$ cat config.mk
export PLATFORM = sky130hd
export DESIGN_NAME = sram_fifo_top
export DESIGN_NICKNAME = d
export VERILOG_FILES = /design/src/logic/sbuf_pkg.sv /design/src/logic/sample_reader.sv /design/src/logic/sample_writer.sv /design/src/logic/sram_fifo_top.sv /design/src/logic/zbt_sram_ctrl.sv
export SDC_FILE = /design/constraint.sdc
export NUM_CORES = 1
export LEC_CHECK = 0
export BUFFER_PORTS_ARGS = -buffer_cell sky130_fd_sc_hd__buf_2
export CAP_MARGIN = 20
export CORE_MARGIN = 2
export CORE_UTILIZATION = 41
export CTS_CLUSTER_SIZE = 16
export DETAILED_ROUTE_END_ITERATION = 12
export GPL_TIMING_DRIVEN = 0
export PLACE_DENSITY_LB_ADDON = 0.3
export SKIP_CTS_REPAIR_TIMING = 1
export SLEW_MARGIN = 15
export SYNTH_ARGS = -nofsm -noshare
export SYNTH_HDL_FRONTEND = slang
export SYNTH_SLANG_ARGS = --single-unit
$ cat constraint.sdc
create_clock -name clk -period 3.3 [get_ports clk]
set_input_delay 0.33 -clock clk [delete_from_list [all_inputs] [get_ports clk]]
set_output_delay 0.33 -clock clk [all_outputs]
set_load 0.01 [all_outputs]
$ cat src/logic/sbuf_pkg.sv
package sbuf_pkg;

    // sram word and address widths
    localparam int WORD_W = 18;
    localparam int ADDR_W = 20;

    // byte write lanes on the zbt part
    localparam int BW_W = 2;

    // ring lives in the low address bits only
    localparam int RING_ADDR_W = 6;
    localparam int RING_DEPTH  = 1 << RING_ADDR_W;

    // edges from the address on the pins to its data phase
    localparam int SRAM_LAT = 2;

    // one sram word or stream sample
    typedef logic [WORD_W-1:0] word_t;

    // sram word address
    typedef logic [ADDR_W-1:0] addr_t;

    // ring pointer; msb is the wrap flag
    typedef logic [RING_ADDR_W:0] ring_ptr_t;

endpackage

$ cat src/logic/sample_reader.sv
`timescale 1ns/10ps

module sample_reader (
    input  logic                clk,
    input  logic                rst_n,
    // ring pointers
    input  sbuf_pkg::ring_ptr_t wr_ptr,
    output sbuf_pkg::ring_ptr_t rd_ptr,
    // wishbone read master
    output logic                rb_cyc,
    output logic                rb_stb,
    output sbuf_pkg::addr_t     rb_adr,
    input  sbuf_pkg::word_t     rb_dat_r,
    input  logic                rb_ack,
    // outgoing sample stream
    output logic                out_valid,
    output sbuf_pkg::word_t     out_data,
    input  logic                out_ready
);

    typedef enum logic [1:0] {
        RD_IDLE,
        RD_FETCH,
        RD_HOLD
    } rd_state_t;

    rd_state_t       state;
    sbuf_pkg::word_t word_q;
    logic            empty;

    // same pointer, same wrap flag
    assign empty = (rd_ptr == wr_ptr);

    // fetch from the oldest slot
    assign rb_cyc = (state == RD_FETCH);
    assign rb_stb = (state == RD_FETCH);
    assign rb_adr = sbuf_pkg::addr_t'(rd_ptr[sbuf_pkg::RING_ADDR_W-1:0]);

    // word is shown until taken
    assign out_valid = (state == RD_HOLD);
    assign out_data  = word_q;

    always_ff @(posedge clk) begin
        if (!rst_n) begin
            state  <= RD_IDLE;
            rd_ptr <= '0;
        end else begin
            case (state)
                RD_IDLE: begin
                    if (!empty) begin
                        state <= RD_FETCH;
                    end
                end
                RD_FETCH: begin
                    if (rb_ack) begin
                        state <= RD_HOLD;
                    end
                end
                RD_HOLD: begin
                    // slot is freed only when the sample leaves
                    if (out_ready) begin
                        rd_ptr <= rd_ptr + sbuf_pkg::ring_ptr_t'(1);
                        state  <= RD_IDLE;
                    end
                end
                default: state <= RD_IDLE;
            endcase
        end
    end

    always_ff @(posedge clk) begin
        if ((state == RD_FETCH) && rb_ack) begin
            word_q <= rb_dat_r;
        end
    end

endmodule

$ cat src/logic/sample_writer.sv
`timescale 1ns/10ps

module sample_writer (
    input  logic                clk,
    input  logic                rst_n,
    // incoming sample stream
    input  logic                in_valid,
    input  sbuf_pkg::word_t     in_data,
    output logic                in_ready,
    // ring pointers
    input  sbuf_pkg::ring_ptr_t rd_ptr,
    output sbuf_pkg::ring_ptr_t wr_ptr,
    // wishbone write master
    output logic                wa_cyc,
    output logic                wa_stb,
    output sbuf_pkg::addr_t     wa_adr,
    output sbuf_pkg::word_t     wa_dat_w,
    input  logic                wa_ack
);

    typedef enum logic {
        WR_IDLE,
        WR_WRITE
    } wr_state_t;

    wr_state_t           state;
    sbuf_pkg::ring_ptr_t fill;
    sbuf_pkg::word_t     sample_q;
    logic                full;
    logic                run;
    logic                accept;

    // words held in the ring, wrap flag makes this exact
    assign fill = wr_ptr - rd_ptr;
    assign full = (fill == sbuf_pkg::ring_ptr_t'(sbuf_pkg::RING_DEPTH));

    // run stays low through reset and drops in_ready with it
    assign in_ready = run && (state == WR_IDLE) && !full;
    assign accept   = in_valid && in_ready;

    // one open cycle per accepted sample
    assign wa_cyc   = (state == WR_WRITE);
    assign wa_stb   = (state == WR_WRITE);
    assign wa_adr   = sbuf_pkg::addr_t'(wr_ptr[sbuf_pkg::RING_ADDR_W-1:0]);
    assign wa_dat_w = sample_q;

    always_ff @(posedge clk) begin
        if (!rst_n) begin
            state  <= WR_IDLE;
            wr_ptr <= '0;
            run    <= 1'b0;
        end else begin
            run <= 1'b1;
            case (state)
                WR_IDLE: begin
                    if (accept) begin
                        state <= WR_WRITE;
                    end
                end
                WR_WRITE: begin
                    // word is committed once the controller acks
                    if (wa_ack) begin
                        wr_ptr <= wr_ptr + sbuf_pkg::ring_ptr_t'(1);
                        state  <= WR_IDLE;
                    end
                end
                default: state <= WR_IDLE;
            endcase
        end
    end

    // sample held until its write is acked
    always_ff @(posedge clk) begin
        if (accept) begin
            sample_q <= in_data;
        end
    end

endmodule

$ cat src/logic/sram_fifo_top.sv
`timescale 1ns/10ps

module sram_fifo_top (
    input  logic                      clk,
    input  logic                      rst_n,
    // input stream
    input  logic                      in_valid,
    input  sbuf_pkg::word_t           in_data,
    output logic                      in_ready,
    // output stream
    output logic                      out_valid,
    output sbuf_pkg::word_t           out_data,
    input  logic                      out_ready,
    // zbt sram pins
    output sbuf_pkg::addr_t           sram_addr,
    output logic                      sram_we_n,
    output logic                      sram_ce_n,
    output logic                      sram_oe_n,
    output logic                      sram_adv_ld,
    output logic [sbuf_pkg::BW_W-1:0] sram_bw_n,
    output sbuf_pkg::word_t           sram_dq_out,
    output logic                      sram_dq_oe,
    input  sbuf_pkg::word_t           sram_dq_in
);

    sbuf_pkg::ring_ptr_t wr_ptr;
    sbuf_pkg::ring_ptr_t rd_ptr;

    // writer side bus
    logic                wa_cyc;
    logic                wa_stb;
    sbuf_pkg::addr_t     wa_adr;
    sbuf_pkg::word_t     wa_dat_w;
    logic                wa_ack;

    // reader side bus
    logic                rb_cyc;
    logic                rb_stb;
    sbuf_pkg::addr_t     rb_adr;
    sbuf_pkg::word_t     rb_dat_r;
    logic                rb_ack;

    sample_writer u_writer (
        .clk      (clk),
        .rst_n    (rst_n),
        .in_valid (in_valid),
        .in_data  (in_data),
        .in_ready (in_ready),
        .rd_ptr   (rd_ptr),
        .wr_ptr   (wr_ptr),
        .wa_cyc   (wa_cyc),
        .wa_stb   (wa_stb),
        .wa_adr   (wa_adr),
        .wa_dat_w (wa_dat_w),
        .wa_ack   (wa_ack)
    );

    zbt_sram_ctrl u_ctrl (
        .clk         (clk),
        .rst_n       (rst_n),
        .wa_cyc      (wa_cyc),
        .wa_stb      (wa_stb),
        .wa_adr      (wa_adr),
        .wa_dat_w    (wa_dat_w),
        .wa_ack      (wa_ack),
        .rb_cyc      (rb_cyc),
        .rb_stb      (rb_stb),
        .rb_adr      (rb_adr),
        .rb_dat_r    (rb_dat_r),
        .rb_ack      (rb_ack),
        .sram_addr   (sram_addr),
        .sram_we_n   (sram_we_n),
        .sram_ce_n   (sram_ce_n),
        .sram_oe_n   (sram_oe_n),
        .sram_adv_ld (sram_adv_ld),
        .sram_bw_n   (sram_bw_n),
        .sram_dq_out (sram_dq_out),
        .sram_dq_oe  (sram_dq_oe),
        .sram_dq_in  (sram_dq_in)
    );

    sample_reader u_reader (
        .clk       (clk),
        .rst_n     (rst_n),
        .wr_ptr    (wr_ptr),
        .rd_ptr    (rd_ptr),
        .rb_cyc    (rb_cyc),
        .rb_stb    (rb_stb),
        .rb_adr    (rb_adr),
        .rb_dat_r  (rb_dat_r),
        .rb_ack    (rb_ack),
        .out_valid (out_valid),
        .out_data  (out_data),
        .out_ready (out_ready)
    );

endmodule

$ cat src/logic/zbt_sram_ctrl.sv
`timescale 1ns/10ps

module zbt_sram_ctrl (
    input  logic                          clk,
    input  logic                          rst_n,
    // write port from the sample writer
    input  logic                          wa_cyc,
    input  logic                          wa_stb,
    input  sbuf_pkg::addr_t               wa_adr,
    input  sbuf_pkg::word_t               wa_dat_w,
    output logic                          wa_ack,
    // read port from the sample reader
    input  logic                          rb_cyc,
    input  logic                          rb_stb,
    input  sbuf_pkg::addr_t               rb_adr,
    output sbuf_pkg::word_t               rb_dat_r,
    output logic                          rb_ack,
    // zbt sram pins
    output sbuf_pkg::addr_t               sram_addr,
    output logic                          sram_we_n,
    output logic                          sram_ce_n,
    output logic                          sram_oe_n,
    output logic                          sram_adv_ld,
    output logic [sbuf_pkg::BW_W-1:0]     sram_bw_n,
    output sbuf_pkg::word_t               sram_dq_out,
    output logic                          sram_dq_oe,
    input  sbuf_pkg::word_t               sram_dq_in
);

    localparam int LAT = sbuf_pkg::SRAM_LAT;

    logic            pend_a;
    logic            pend_b;
    logic            last_a;
    logic            req_a;
    logic            req_b;
    logic            grant_a;
    logic            grant_b;

    // late-write data and read tag pipelines
    logic [LAT:0]    wr_v;
    logic [LAT:0]    rd_v;
    sbuf_pkg::word_t wr_d [LAT+1];

    // single-word cycles, all lanes, always load
    assign sram_adv_ld = 1'b0;
    assign sram_bw_n   = '0;

    // a port with a cycle in flight is not asked again
    assign req_a = wa_cyc && wa_stb && !pend_a;
    assign req_b = rb_cyc && rb_stb && !pend_b;

    // alternating priority when both ask
    assign grant_a = req_a && (!req_b || !last_a);
    assign grant_b = req_b && !grant_a;

    // write ack falls in the cycle after the command edge
    assign wa_ack = pend_a;

    always_ff @(posedge clk) begin
        if (!rst_n) begin
            pend_a <= 1'b0;
            pend_b <= 1'b0;
            last_a <= 1'b0;
        end else begin
            if (grant_a) begin
                pend_a <= 1'b1;
            end else if (wa_ack) begin
                pend_a <= 1'b0;
            end
            if (grant_b) begin
                pend_b <= 1'b1;
            end else if (rb_ack) begin
                pend_b <= 1'b0;
            end
            if (grant_a) begin
                last_a <= 1'b1;
            end else if (grant_b) begin
                last_a <= 1'b0;
            end
        end
    end

    // command onto the pins for one cycle
    always_ff @(posedge clk) begin
        if (!rst_n) begin
            sram_ce_n <= 1'b1;
            sram_we_n <= 1'b1;
        end else begin
            sram_ce_n <= !(grant_a || grant_b);
            sram_we_n <= !grant_a;
        end
    end

    always_ff @(posedge clk) begin
        if (grant_a || grant_b) begin
            sram_addr <= grant_a ? wa_adr : rb_adr;
        end
    end

    // stage k is valid in the cycle starting k edges after the command
    always_ff @(posedge clk) begin
        if (!rst_n) begin
            wr_v <= '0;
            rd_v <= '0;
        end else begin
            wr_v <= {wr_v[LAT-1:0], grant_a};
            rd_v <= {rd_v[LAT-1:0], grant_b};
        end
    end

    always_ff @(posedge clk) begin
        if (grant_a) begin
            wr_d[0] <= wa_dat_w;
        end
        for (int i = 1; i <= LAT; i++) begin
            wr_d[i] <= wr_d[i-1];
        end
    end

    // data phase slot
    assign sram_dq_oe  = wr_v[LAT];
    assign sram_dq_out = wr_d[LAT];
    assign sram_oe_n   = !rd_v[LAT];

    // read word sampled at the end of its data phase
    always_ff @(posedge clk) begin
        if (!rst_n) begin
            rb_ack <= 1'b0;
        end else begin
            rb_ack <= rd_v[LAT];
        end
    end

    always_ff @(posedge clk) begin
        if (rd_v[LAT]) begin
            rb_dat_r <= sram_dq_in;
        end
    end

endmodule

* Word level (Yosys, flattened, before mapping) *
Memory sizes are Yosys's and may differ from the RTL's.
Index checks and enable logic that the tools add are counted.

cells by class
  bitwise logic cells = 1
  equal/unequal tests = 7
  reductions and logical operators = 24
  $add $sub $neg = 3
  muxes and demuxes = 15

operator list
  kind                                                                     count
  7-bit by 1-bit adder with 7-bit output, second input constant            2
  1-bit two-way mux                                                        9
  1-bit logical AND                                                        8
  1-bit zero test                                                          8
  7-bit equality test                                                      1
  7-bit equality test, second input constant                               1
  7-bit subtractor                                                         1
  2-bit two-way mux                                                        3
  6-bit two-way mux                                                        1
  2-bit one-hot mux with 3 select lines                                    1
  2-bit inequality test, second input constant                             2
  2-bit AND reduction                                                      2
  2-bit nonzero test                                                       2
  3-bit AND reduction                                                      1
  2-bit by 1-bit equality test with 1-bit output, second input constant    1
  2-bit equality test, second input constant                               1
  2-bit zero test                                                          1
  1-bit logical OR                                                         2
  2-bit by 1-bit inequality test with 1-bit output, second input constant  1
  1-bit one-hot mux with 2 select lines                                    1
  1-bit NOT                                                                1

word-level totals
  output and inout port bits = 65
  RAM bits = 54
  memories kept = 1
  logic and storage cells = 68
  register bits after elaboration = 104

memory list
  memory       words  width  rd ports  clocked after Yosys merged registers in  wr ports  line                 RTL
  u_ctrl.wr_d  3      18     3         0                                        3         zbt_sram_ctrl.sv:43  sbuf_pkg::word_t wr_d [LAT+1];

* Longest topological paths before layout *
Gate-level depths: netlist of run 1.

  depth after elaboration = 9
  mapped depth = 8
  mapped depth without buffers = 8

* By module *
Synthesis of run 1 repeated with hierarchy kept, for this count alone.

second synthesis, totals
  cells, all modules = 377
  area, all modules = 5789.3 µm²

modules (own cells, without submodules)
  module         cells each  instances  area each (µm²)  seq. area each (µm²)
  zbt_sram_ctrl  171         1          3260.6           2622.5
  sample_writer  112         1          1333.8           720.7
  sample_reader  94          1          1194.9           720.7

* Worst setup path after synthesis of run 1 *
Ideal clock, no wire load.

  kind = register to register
  start = register u_reader.rd_ptr[3]
  end = register u_writer.sample_q[0], in the netlist u_writer.wa_dat_w[0], enable pin
  buffers on the path = 0
  cell stages (with the launch flop) = 9
  required time = 2.907 ns
  period minus slack after synthesis = 2.921 ns
  arrival = 2.528 ns
  library setup time = 0.393 ns
  setup slack = 0.379 ns
  cells stage by stage = dfxtp_1 > inv_1 > ha_1 > a21o_1 > a21o_1 > a221oi_2 > xor2_1 > nor4b_2 > nor2_1

on the way
  longest elaborated chain between the ends = 5

ends and longest elaborated chain
  element                    line                 RTL
  from (decl)                sample_reader.sv:8   output sbuf_pkg::ring_ptr_t rd_ptr,
  from (signal assigned)     sample_reader.sv:62  rd_ptr <= rd_ptr + sbuf_pkg::ring_ptr_t'(1);
  7-bit subtractor           sample_writer.sv:34  assign fill = wr_ptr - rd_ptr;
  7-bit equality test        sample_writer.sv:35  assign full = (fill == sbuf_pkg::ring_ptr_t'(sbuf_pkg::RING_DEPTH));
  1-bit zero test            sample_writer.sv:38  assign in_ready = run && (state == WR_IDLE) && !full;
  1-bit logical AND          sample_writer.sv:38
  1-bit logical AND          sample_writer.sv:39  assign accept = in_valid && in_ready;
  named net u_writer.accept  sample_writer.sv:31  logic accept;
  to (signal assigned)       sample_writer.sv:75  sample_q <= in_data;
  to (decl)                  sample_writer.sv:28  sbuf_pkg::word_t sample_q;

The timed path passes the listed nets, and every way through them passes these cells.
A chain may end at the register's enable or synchronous reset.

* Worst setup path in the final report of run 1 *
  start = register u_reader.rd_ptr[3]
  end = output in_ready

on the way
  longest elaborated chain between the ends = 4

ends and longest elaborated chain
  element              line                 RTL
  7-bit subtractor     sample_writer.sv:34
  7-bit equality test  sample_writer.sv:35
  1-bit zero test      sample_writer.sv:38
  1-bit logical AND    sample_writer.sv:38
  to (decl)            sram_fifo_top.sv:9   output logic in_ready,

Every way passes these cells.

==> qor.yml, run 1 <==
end_kind: "output port"
syn-instance-count: 304
rows: 39
p_int_w: 0.00309
power.share.clock_pct: 45.8
netSwitchingPower_w: 0.000784
core-area_sq_mm: 0.0113
htreeDepth: 4
power_w: 0.00387
drt_iter0_drc: 76
arrival_ps: 2700
synth_top_family_by_area: "buffers and inverters"
synthesis.area_sq_mm: 0.00473
grt_max_degree: 28
dp_slack_ps: 538
cts.reportedPaths.clkPinSlew_ps: 60
portBuffers: 87
io_pins: 105
grt_antenna_before_repair: 0
cts_buffers: 17
vias: 2515
start_util_pct: 41.8
ys_seq_area_share_pct: 77.1
routedWlPerCell_microns: 12.3
finalSetupViolCount: 0
place_area_sq_mm: 0.00542
fmax_mhz: 330
max-vdd-ir-drop_v: 0.000309
reg2reg_to: "u_writer.wa_dat_w[2]"
clk_latency_ps: 400
muxShareOfSynthArea_pct: 0.238
rsz0062_at_grt: "false"
layout.cells.non_filler: 583
grt_pass1_wl_microns: 11300
period_share_pct: 91.8
r2r_slack_ps: 570
yosys.area_share.adder_pct: 2.12
reg2reg_depth: 9
worst_setup_path_start_kind: "flop"
synth_xor_area_share_pct: 3.15
cts_tree: "yes"
synth_compound_area_share_pct: 3.65
vias_per_cell: 4.31
r2r-start: "u_reader.rd_ptr[3]"
die_h_microns: 111
drv_slew: 0
synthArstFlopShare_pct: 0
required_ps: 2970
worstHoldEndpoint: "u_writer.run"
n_fill_cell: 967
final-seq-area_sq_mm: 0.00364
area_growth_pct: 26.8
diodes: 0
synth_top_flop_cell: "edfxtp_1"
dr.pass1.iters: 4
hold_path_class: "primary input to flop"
finalWorstSetupSlack_ps: 270
worstSetupPathType: "flop to output port"
p_per_area_mw_per_mm2: 645
period_minus_slack_ps: 3030
hold_depth: 1
drive_above_1_share_pct: 37.5
root_buffer: "clkbuf_16"
track_usage_pct: 12.2
clkSinkCount: 143
synth_edf_count: 78
tightestPinTransition_ps: 825
yosysWarningCount: 0
crit_fanout: 5
die_area_sq_mm: 0.0124
grt_pass1_vias: 2399
postRouteAntennaNets: 0
postLayoutCellArea_sq_mm: 0.00600
globalplace.congestion: 0.741
skew_ps: 7.16
swShare_pct: 20.3
relSlewSlack_pct: 44.9
max-cap-violations: 0
min_from: "rst_n"
drc: 0
finalWirelength_microns: 7180
multi_input_comb_area_sq_um: 831
overflow: 0
power_frac_seq_pct: 50.6
clockBufferDepth: 2
ys_seq_elements: 143
synth_cell_type_count: 43
post-route-util_pct: 53.0
combPwrFrac_pct: 3.6
status: "completed"
synthSimpleGateAreaFrac_pct: 6.83
synth.avg_cell_area_sq_um: 15.6
p_leak_nw: 2.47
hold_viol: 0
placedCellCount: 551
dp_hpwl_microns: 5100
die_x_microns: 111
final_nets: 475
==> synthesized netlist by cell type (3+ instances only) <==
cell type   n  area (sq um)
edfxtp_1   78          2340
dfxtp_1    65          1300
buf_4      35           263
nor2_1     16          60.1
xnor2_1    11          96.3
nand2_1    10          37.5
inv_1       9          33.8
ha_1        8           100
and2_1      7          43.8
xor2_1      6          52.6
nand3_1     5          25.0
o21ai_1     5          25.0
a21oi_1     4          20.0
a21o_1      3          22.5
and3_1      3          18.8
nand4_1     3          18.8
nor2b_1     3          18.8
nor3_1      3          15.0
==> power groups by stage <==
stage                     sequential [W]  clock (W)  combinational, W
after global routing             0.00196    0.00190          0.000155
after detailed placement         0.00200          0          0.000142
after global placement           0.00199          0          0.000137
final                            0.00196    0.00177          0.000140
after CTS                        0.00196    0.00181          0.000142
after floorplan                  0.00199          0         0.0000797
==> critical path, cell delays in order (launching register included) <==
cell	delay, ps
dfxtp_1	380
inv_1	90
ha_1	360
a21o_1	240
a311oi_1	340
o2111ai_1	210
nor4b_4	410
nor3b_1	90
buf_2	150
==> worst max-delay path by stage <==
stage / startpoint / endpoint / slack, ps / cells past startpoint
after global placement: u_reader.rd_ptr[3] / u_writer.wa_dat_w[14] / -220 / 8
after floorplan: u_reader.rd_ptr[3] / u_writer.wa_dat_w[0] / 380 / 8
after detailed placement: u_reader.rd_ptr[3] / u_writer.wa_dat_w[14] / 540 / 9
after global routing: u_reader.rd_ptr[3] / in_ready / 110 / 9
after CTS: u_reader.rd_ptr[3] / in_ready / 160 / 9
final: u_reader.rd_ptr[3] / in_ready / 270 / 8
==> kinds of logic (layout without fill, tap and decap cells) <==
group           count (synthesis)  after routing
xor+xnor                       17             17
flops                         143            143
mux                             1              1
compound gates                 23             23
buf+inv                        51            171
other cells                     1             17
simple gates                   60             60
fa+ha+maj                       8              8
==> cell usage in the layout (no fill, tap or decap), types with 3 or more instances in the layout <==
master / instances
nand3_1: 5
nand4_1: 3
edfxtp_1: 78
buf_2: 89
nor3_1: 3
inv_1: 9
clkbuf_16: 19
conb_1: 17
and2_1: 7
nor2b_1: 3
and3_1: 3
a21oi_1: 4
nor2_1: 15
o21ai_1: 5
dfxtp_1: 65
inv_6: 3
xnor2_1: 11
clkbuf_1: 4
inv_4: 4
ha_1: 8
nand2_1: 10
a21o_1: 3
buf_4: 35
xor2_1: 6
==> registers in the layout (all words and copies together) (netlist names), 2 cells and up <==
name               count
u_ctrl.wr_d           54
u_ctrl.rb_dat_r       18
u_reader.out_data     18
u_writer.wa_dat_w     18
u_reader.rd_ptr        7
u_writer.wr_ptr        7
u_ctrl.sram_addr       6
u_ctrl.rd_v            3
u_ctrl.wr_v            3
u_reader.state         2
==> per-stage QoR <==
step	hold slack, ps	TNS [ps]
floorplan	310	0
global placement	310	-3850
detailed placement	312	0
CTS	38.6	0
global route	40.1	0
finish	50.0	0
==> area by class of cell <==
type,instances,area share (%)
buffer,39,4.67
clock buffer,22,8.28
timing repair buffer,88,7.51
inverter,12,0.751
clock inverter,10,1.17
sequential,143,60.8
multi-input combinational,126,13.9
tap,143,2.98
==> metal layers <==
metal | share of wire, % | GRT usage (%) | vias to the layer above
met4 | 1.6 | 6.67 | 0
met1 | 38 | 12.3 | 1177
li1 | - | - | 1262
met2 | 55 | 21.8 | 68
met3 | 5.5 | 4.68 | 8
met5 | 0 | 0 | -
Power figures use the tool's default switching activity.
==> run 2: changes to the inputs <==
- SYNTH_HIERARCHICAL: unset -> 1
==> qor.yml, run 2 <==
status: "completed"
tightestPinTransition_ps: 826
clk_latency_ps: 420
r2r-start: "u_reader/rd_ptr[3]"
cts_buffers: 17
overflow: 0
drc: 0
hold_ws_ps: 84.5
drv_slew: 0
top_layer: "met4"
vias_per_cell: 4.25
reg2reg_to: "u_writer/wa_dat_w[6]"
hold_path_class: "primary input to flop"
ys_seq_area_share_pct: 70.2
die_h_microns: 123
finalWirelength_microns: 9190
root_buffer: "clkbuf_16"
io_pins: 105
ys_seq_elements: 157
final_nets: 576
dp_hpwl_microns: 6540
die_area_sq_mm: 0.0151
wl_met1_microns: 3920
end_kind: "output port"
arrival_ps: 2670
synth_top_flop_cell: "edfxtp_1"
yosysWarningCount: 6
vias: 3066
hold_viol: 0
startpoint: "u_reader/rd_ptr[4]"
min_from: "sram_dq_in[6]"
p_leak_nw: 3.23
worst_setup_path_start_kind: "flop"
most-common-layout-cells: "101 x buf_2, 92 x edfxtp_1, 65 x dfxtp_1"
synthArstFlopShare_pct: 0
worstSetupPathType: "flop to output port"
grt_pass1_wl_microns: 14500
clkSinkCount: 157
area_growth_pct: 25.8
synth.avg_cell_area_sq_um: 15.4
cts_tree: "yes"
max-cap-violations: 0
postLayoutCellArea_sq_mm: 0.00728
largest_reg_flops: 54
synthesis.area_sq_mm: 0.00579
ys_top_cells_by_count: "92 x edfxtp_1, 65 x dfxtp_1, 63 x buf_4, 19 x mux2_4, 15 x inv_1"
reg_top3: "u_ctrl/wr_d (54), u_ctrl/sram_addr (20)"
finalWorstSetupSlack_ps: 295
drive_above_1_share_pct: 42.9
grt_antenna_before_repair: 0
skew_ps: 7.06
largest_register: "u_ctrl/wr_d"
critPathCapture: "in_ready"
die_x_microns: 123
fmax_mhz: 333
dr.pass1.iters: 4
dr_wl_met2_microns: 4610
drt_iter0_drc: 150
period_share_pct: 91.1
layout.cells.most_common: "buf_2"
required_ps: 2970
dp_slack_ps: 467
track_usage_pct: 13.1
start_util_pct: 41.9
period_minus_slack_ps: 3000
routedWlPerCell_microns: 12.7
p_per_area_mw_per_mm2: 571
clockBufferDepth: 2
max-vdd-ir-drop_v: 0.000346
synth_most_common_cell: "edfxtp_1"
rsz0062_at_grt: "false"
cts.reportedPaths.clkPinSlew_ps: 60
diodes: 0
synth_cell_type_count: 48
grt_pass1_vias: 3094
place_area_sq_mm: 0.00669
htreeDepth: 4
crit_fanout: 7
ys_top_cells_by_area: "edfxtp_1 48%, dfxtp_1 22%, buf_4 8.2%"
relSlewSlack_pct: 44.9
rows: 43
core-area_sq_mm: 0.0138
postRouteAntennaNets: 0
reg2reg_depth: 8
synth_edf_count: 92
grt_max_degree: 21
portBuffers: 101
synth_top_area_share_pct: 47.7
syn-instance-count: 377
globalplace.congestion: 0.795
synth_top_area_cell: "edfxtp_1"
finalSetupViolCount: 0
r2r_slack_ps: 500
route.met3.wl_microns: 422
[run 2: cell types whose count changed after synthesis, moves of 6 or more]
cell	previous run	this run
nor2_1	16	6
inv_1	9	15
xnor2_1	11	5
edfxtp_1	78	92
buf_4	35	63
o21a_1	1	7
mux2_4	0	19
[run 2: power by group]
group | leakage (nW) | total [W] | switching [W] | internal [W]
clock network | 0.294 | 0.00193 | 0.000777 | 0.00115
logic | 1.56 | 0.000125 | 0.0000517 | 0.0000731
registers | 1.38 | 0.00210 | 0.00000857 | 0.00210
total | 3.23 | 0.00416 | 0.000837 | 0.00332
[run 2: cell families (layout without fill, tap and decap cells)]
kind of cell / Yosys count / in the layout / share of synthesized area, %
AO/OA/AOI/OAI: 28 / 28 / 3.61
XOR/XNOR: 16 / 16 / 2.42
adder cells (fa/ha/maj): 8 / 8 / 1.73
buffers and inverters: 81 / 217 / 9.60
flip-flops: 157 / 157 / 70.2
multiplexers: 21 / 21 / 5.29
other: 3 / 31 / 0.194
AND/OR/NAND/NOR: 63 / 63 / 6.96
[run 2: worst min path at each step]
| stage | to | slack [ps] | cells after the start |
|---|---|---|---|
| 2_1_floorplan | u_ctrl/wr_d[0][36] | 310 | 0 |
| 3_3_place_gp | u_ctrl/wr_d[0][50] | 310 | 0 |
| 3_5_place_dp | u_ctrl/wr_d[0][48] | 310 | 0 |
| 4_1_cts | u_writer/wa_dat_w[0] | 60 | 1 |
| 5_1_grt | u_writer/wa_dat_w[0] | 60 | 1 |
| 6_report | u_ctrl/rb_dat_r[6] | 80 | 1 |
[run 2: layout make-up]
type	count	area [sq um]
Buffer	66	499
Clock buffer	19	443
Clock inverter	13	154
Fill cell	1185	6540
Inverter	15	56.3
Multi-Input combinational cell	167	1290
Sequential cell	157	4060
Tap cell	180	225
Timing Repair Buffer	104	551
[run 2: metrics by stage]
stage | util, % | std cells | setup TNS [ps] | power (W)
2_1_floorplan | - | 405 | 0 | 0.00222
3_3_place_gp | 47.9 | 686 | -7110 | 0.00226
3_5_place_dp | 48.4 | 689 | 0 | 0.00227
4_1_cts | 52.7 | 721 | 0 | 0.00421
5_1_grt | 52.7 | 721 | 0 | 0.00431
6_report | 52.7 | 721 | 0 | 0.00416
[run 2: routing by layer]
layer	track usage [%]	vias up
met5	0	-
met4	7.69	0
met3	4.32	21
met2	21.5	75
met1	14.9	1434
li1	-	1536
[run 2: worst max-delay path: stages (launching register included)]
cell      delay, ps
dfxtp_1         450
buf_4           150
inv_1            30
ha_1            330
or4_1           550
a221oi_2        370
a31oi_1         180
buf_2           180
==> run 3: changes to the inputs <==
- HOLD_SLACK_MARGIN: unset -> 0.12
==> qor.yml, run 3 (synthesis results as in run 2) <==
status: "completed"
io_pins: 105
grt_max_degree: 21
cp_num_buf_inv: 3
largest_register: "u_ctrl/wr_d"
clockBufferDepth: 2
portBuffers: 101
vias_per_cell: 4.24
vias: 3209
finalSetupViolCount: 0
rsz0062_at_grt: "false"
combPwrFrac_pct: 3.8
layout.cells.non_filler: 757
cts.reportedPaths.clkPinSlew_ps: 70
area_growth_pct: 32.1
netSwitchingPower_w: 0.000847
drc: 0
routedWlPerCell_microns: 12.5
required_ps: 2970
relSlewSlack_pct: 45.0
post-route-util_pct: 55.3
dp_hpwl_microns: 6540
reg_top3: "u_ctrl/wr_d (54), u_ctrl/sram_addr (20)"
p_per_area_mw_per_mm2: 549
power.share.clock_pct: 46.1
largest_reg_flops: 54
max-vdd-ir-drop_v: 0.000345
postLayoutCellArea_sq_mm: 0.00764
finalWirelength_microns: 9470
max-cap-violations: 0
most-common-layout-cells: "101 x buf_2, 92 x edfxtp_1, 65 x dfxtp_1"
postRouteAntennaNets: 0
root_buffer: "clkbuf_16"
power_frac_seq_pct: 50.1
worst_setup_path_start_kind: "flop"
slowest_stage: "or4_1"
end_kind: "output port"
worstSetupPathType: "flop to output port"
grt_pass1_vias: 3094
r2r_slack_ps: 480
critPathMaxStageDelay_ps: 550
skew_ps: 8.38
hold_viol: 0
die_x_microns: 123
worstPathCellList: "buf_4 > inv_1 > ha_1 > or4_1 > a221oi_2 > a31oi_1 > buf_2"
clkSinkCount: 157
swShare_pct: 20.2
globalplace.congestion: 0.795
grt_pass1_wl_microns: 14500
diodes: 0
drv_slew: 0
htreeDepth: 4
drive_above_1_share_pct: 40.2
start_util_pct: 41.9
layout.cells.most_common: "buf_2"
core-area_sq_mm: 0.0138
grt_antenna_before_repair: 0
p_int_w: 0.00335
tightestPinTransition_ps: 824
place_area_sq_mm: 0.00669
die_h_microns: 123
rows: 43
crit_fanout: 7
p_leak_nw: 3.38
track_usage_pct: 13.1
overflow: 0
die_area_sq_mm: 0.0151
drt_iter0_drc: 179
fmax_mhz: 332
final_nets: 612
period_share_pct: 91.2
cts_tree: "yes"
dr.pass1.iters: 4
crit_family: "simple AND/OR/NAND/NOR gates"
placedCellCount: 689
clk_latency_ps: 420
arrival_ps: 2680
cts_buffers: 17
hold_path_class: "primary input to flop"
period_minus_slack_ps: 3010
## run 3: stage by stage
step / setup WS [ps] / setup TNS (ps) / power, W / hold slack [ps]
global placement: -226 / -7110 / 0.00226 / 310
global route: 159 / 0 / 0.00435 / 202
floorplan: 324 / 0 / 0.00222 / 310
detailed placement: 467 / 0 / 0.00227 / 312
CTS: 267 / 0 / 0.00421 / 61.1
finish: 290 / 0 / 0.00419 / 195
## run 3: worst paths after layout
| check | startpoint | endpoint | depth (start not counted) |
|---|---|---|---|
| max | u_reader/rd_ptr[4] | in_ready | 7 |
| min | rst_n | u_writer/run | 1 |
| max reg2reg | u_reader/rd_ptr[3] | u_writer/wa_dat_w[6] | 8 |
| min reg2reg | u_ctrl/wr_d[0][30] | u_ctrl/wr_d[0][48] | 0 |
## run 3: layout make-up
cell class	instances	area, sq um
inverter	15	56.3
tap	180	225
sequential	157	4060
clock buffer	19	443
multi-input combinational	167	1290
fill	1149	6180
timing repair buffer	140	911
buffer	66	499
clock inverter	13	154
## run 3: routing by layer
| metal | GRT usage, % | wire length [microns] | vias up |
|---|---|---|---|
| li1 | - | - | 1608 |
| met1 | 14.9 | 4000 | 1506 |
| met2 | 21.5 | 4830 | 76 |
| met3 | 4.32 | 437 | 19 |
| met4 | 7.69 | 207 | 0 |
| met5 | 0 | 0 | - |
## run 3: power groups by stage
stage / combinational, W / sequential (W) / clock [W]
floorplan: 0.0000757 / 0.00215 / 0
global placement: 0.000117 / 0.00214 / 0
detailed placement: 0.000123 / 0.00215 / 0
CTS: 0.000124 / 0.00210 / 0.00198
global route: 0.000175 / 0.00211 / 0.00207
finish: 0.000159 / 0.00210 / 0.00193
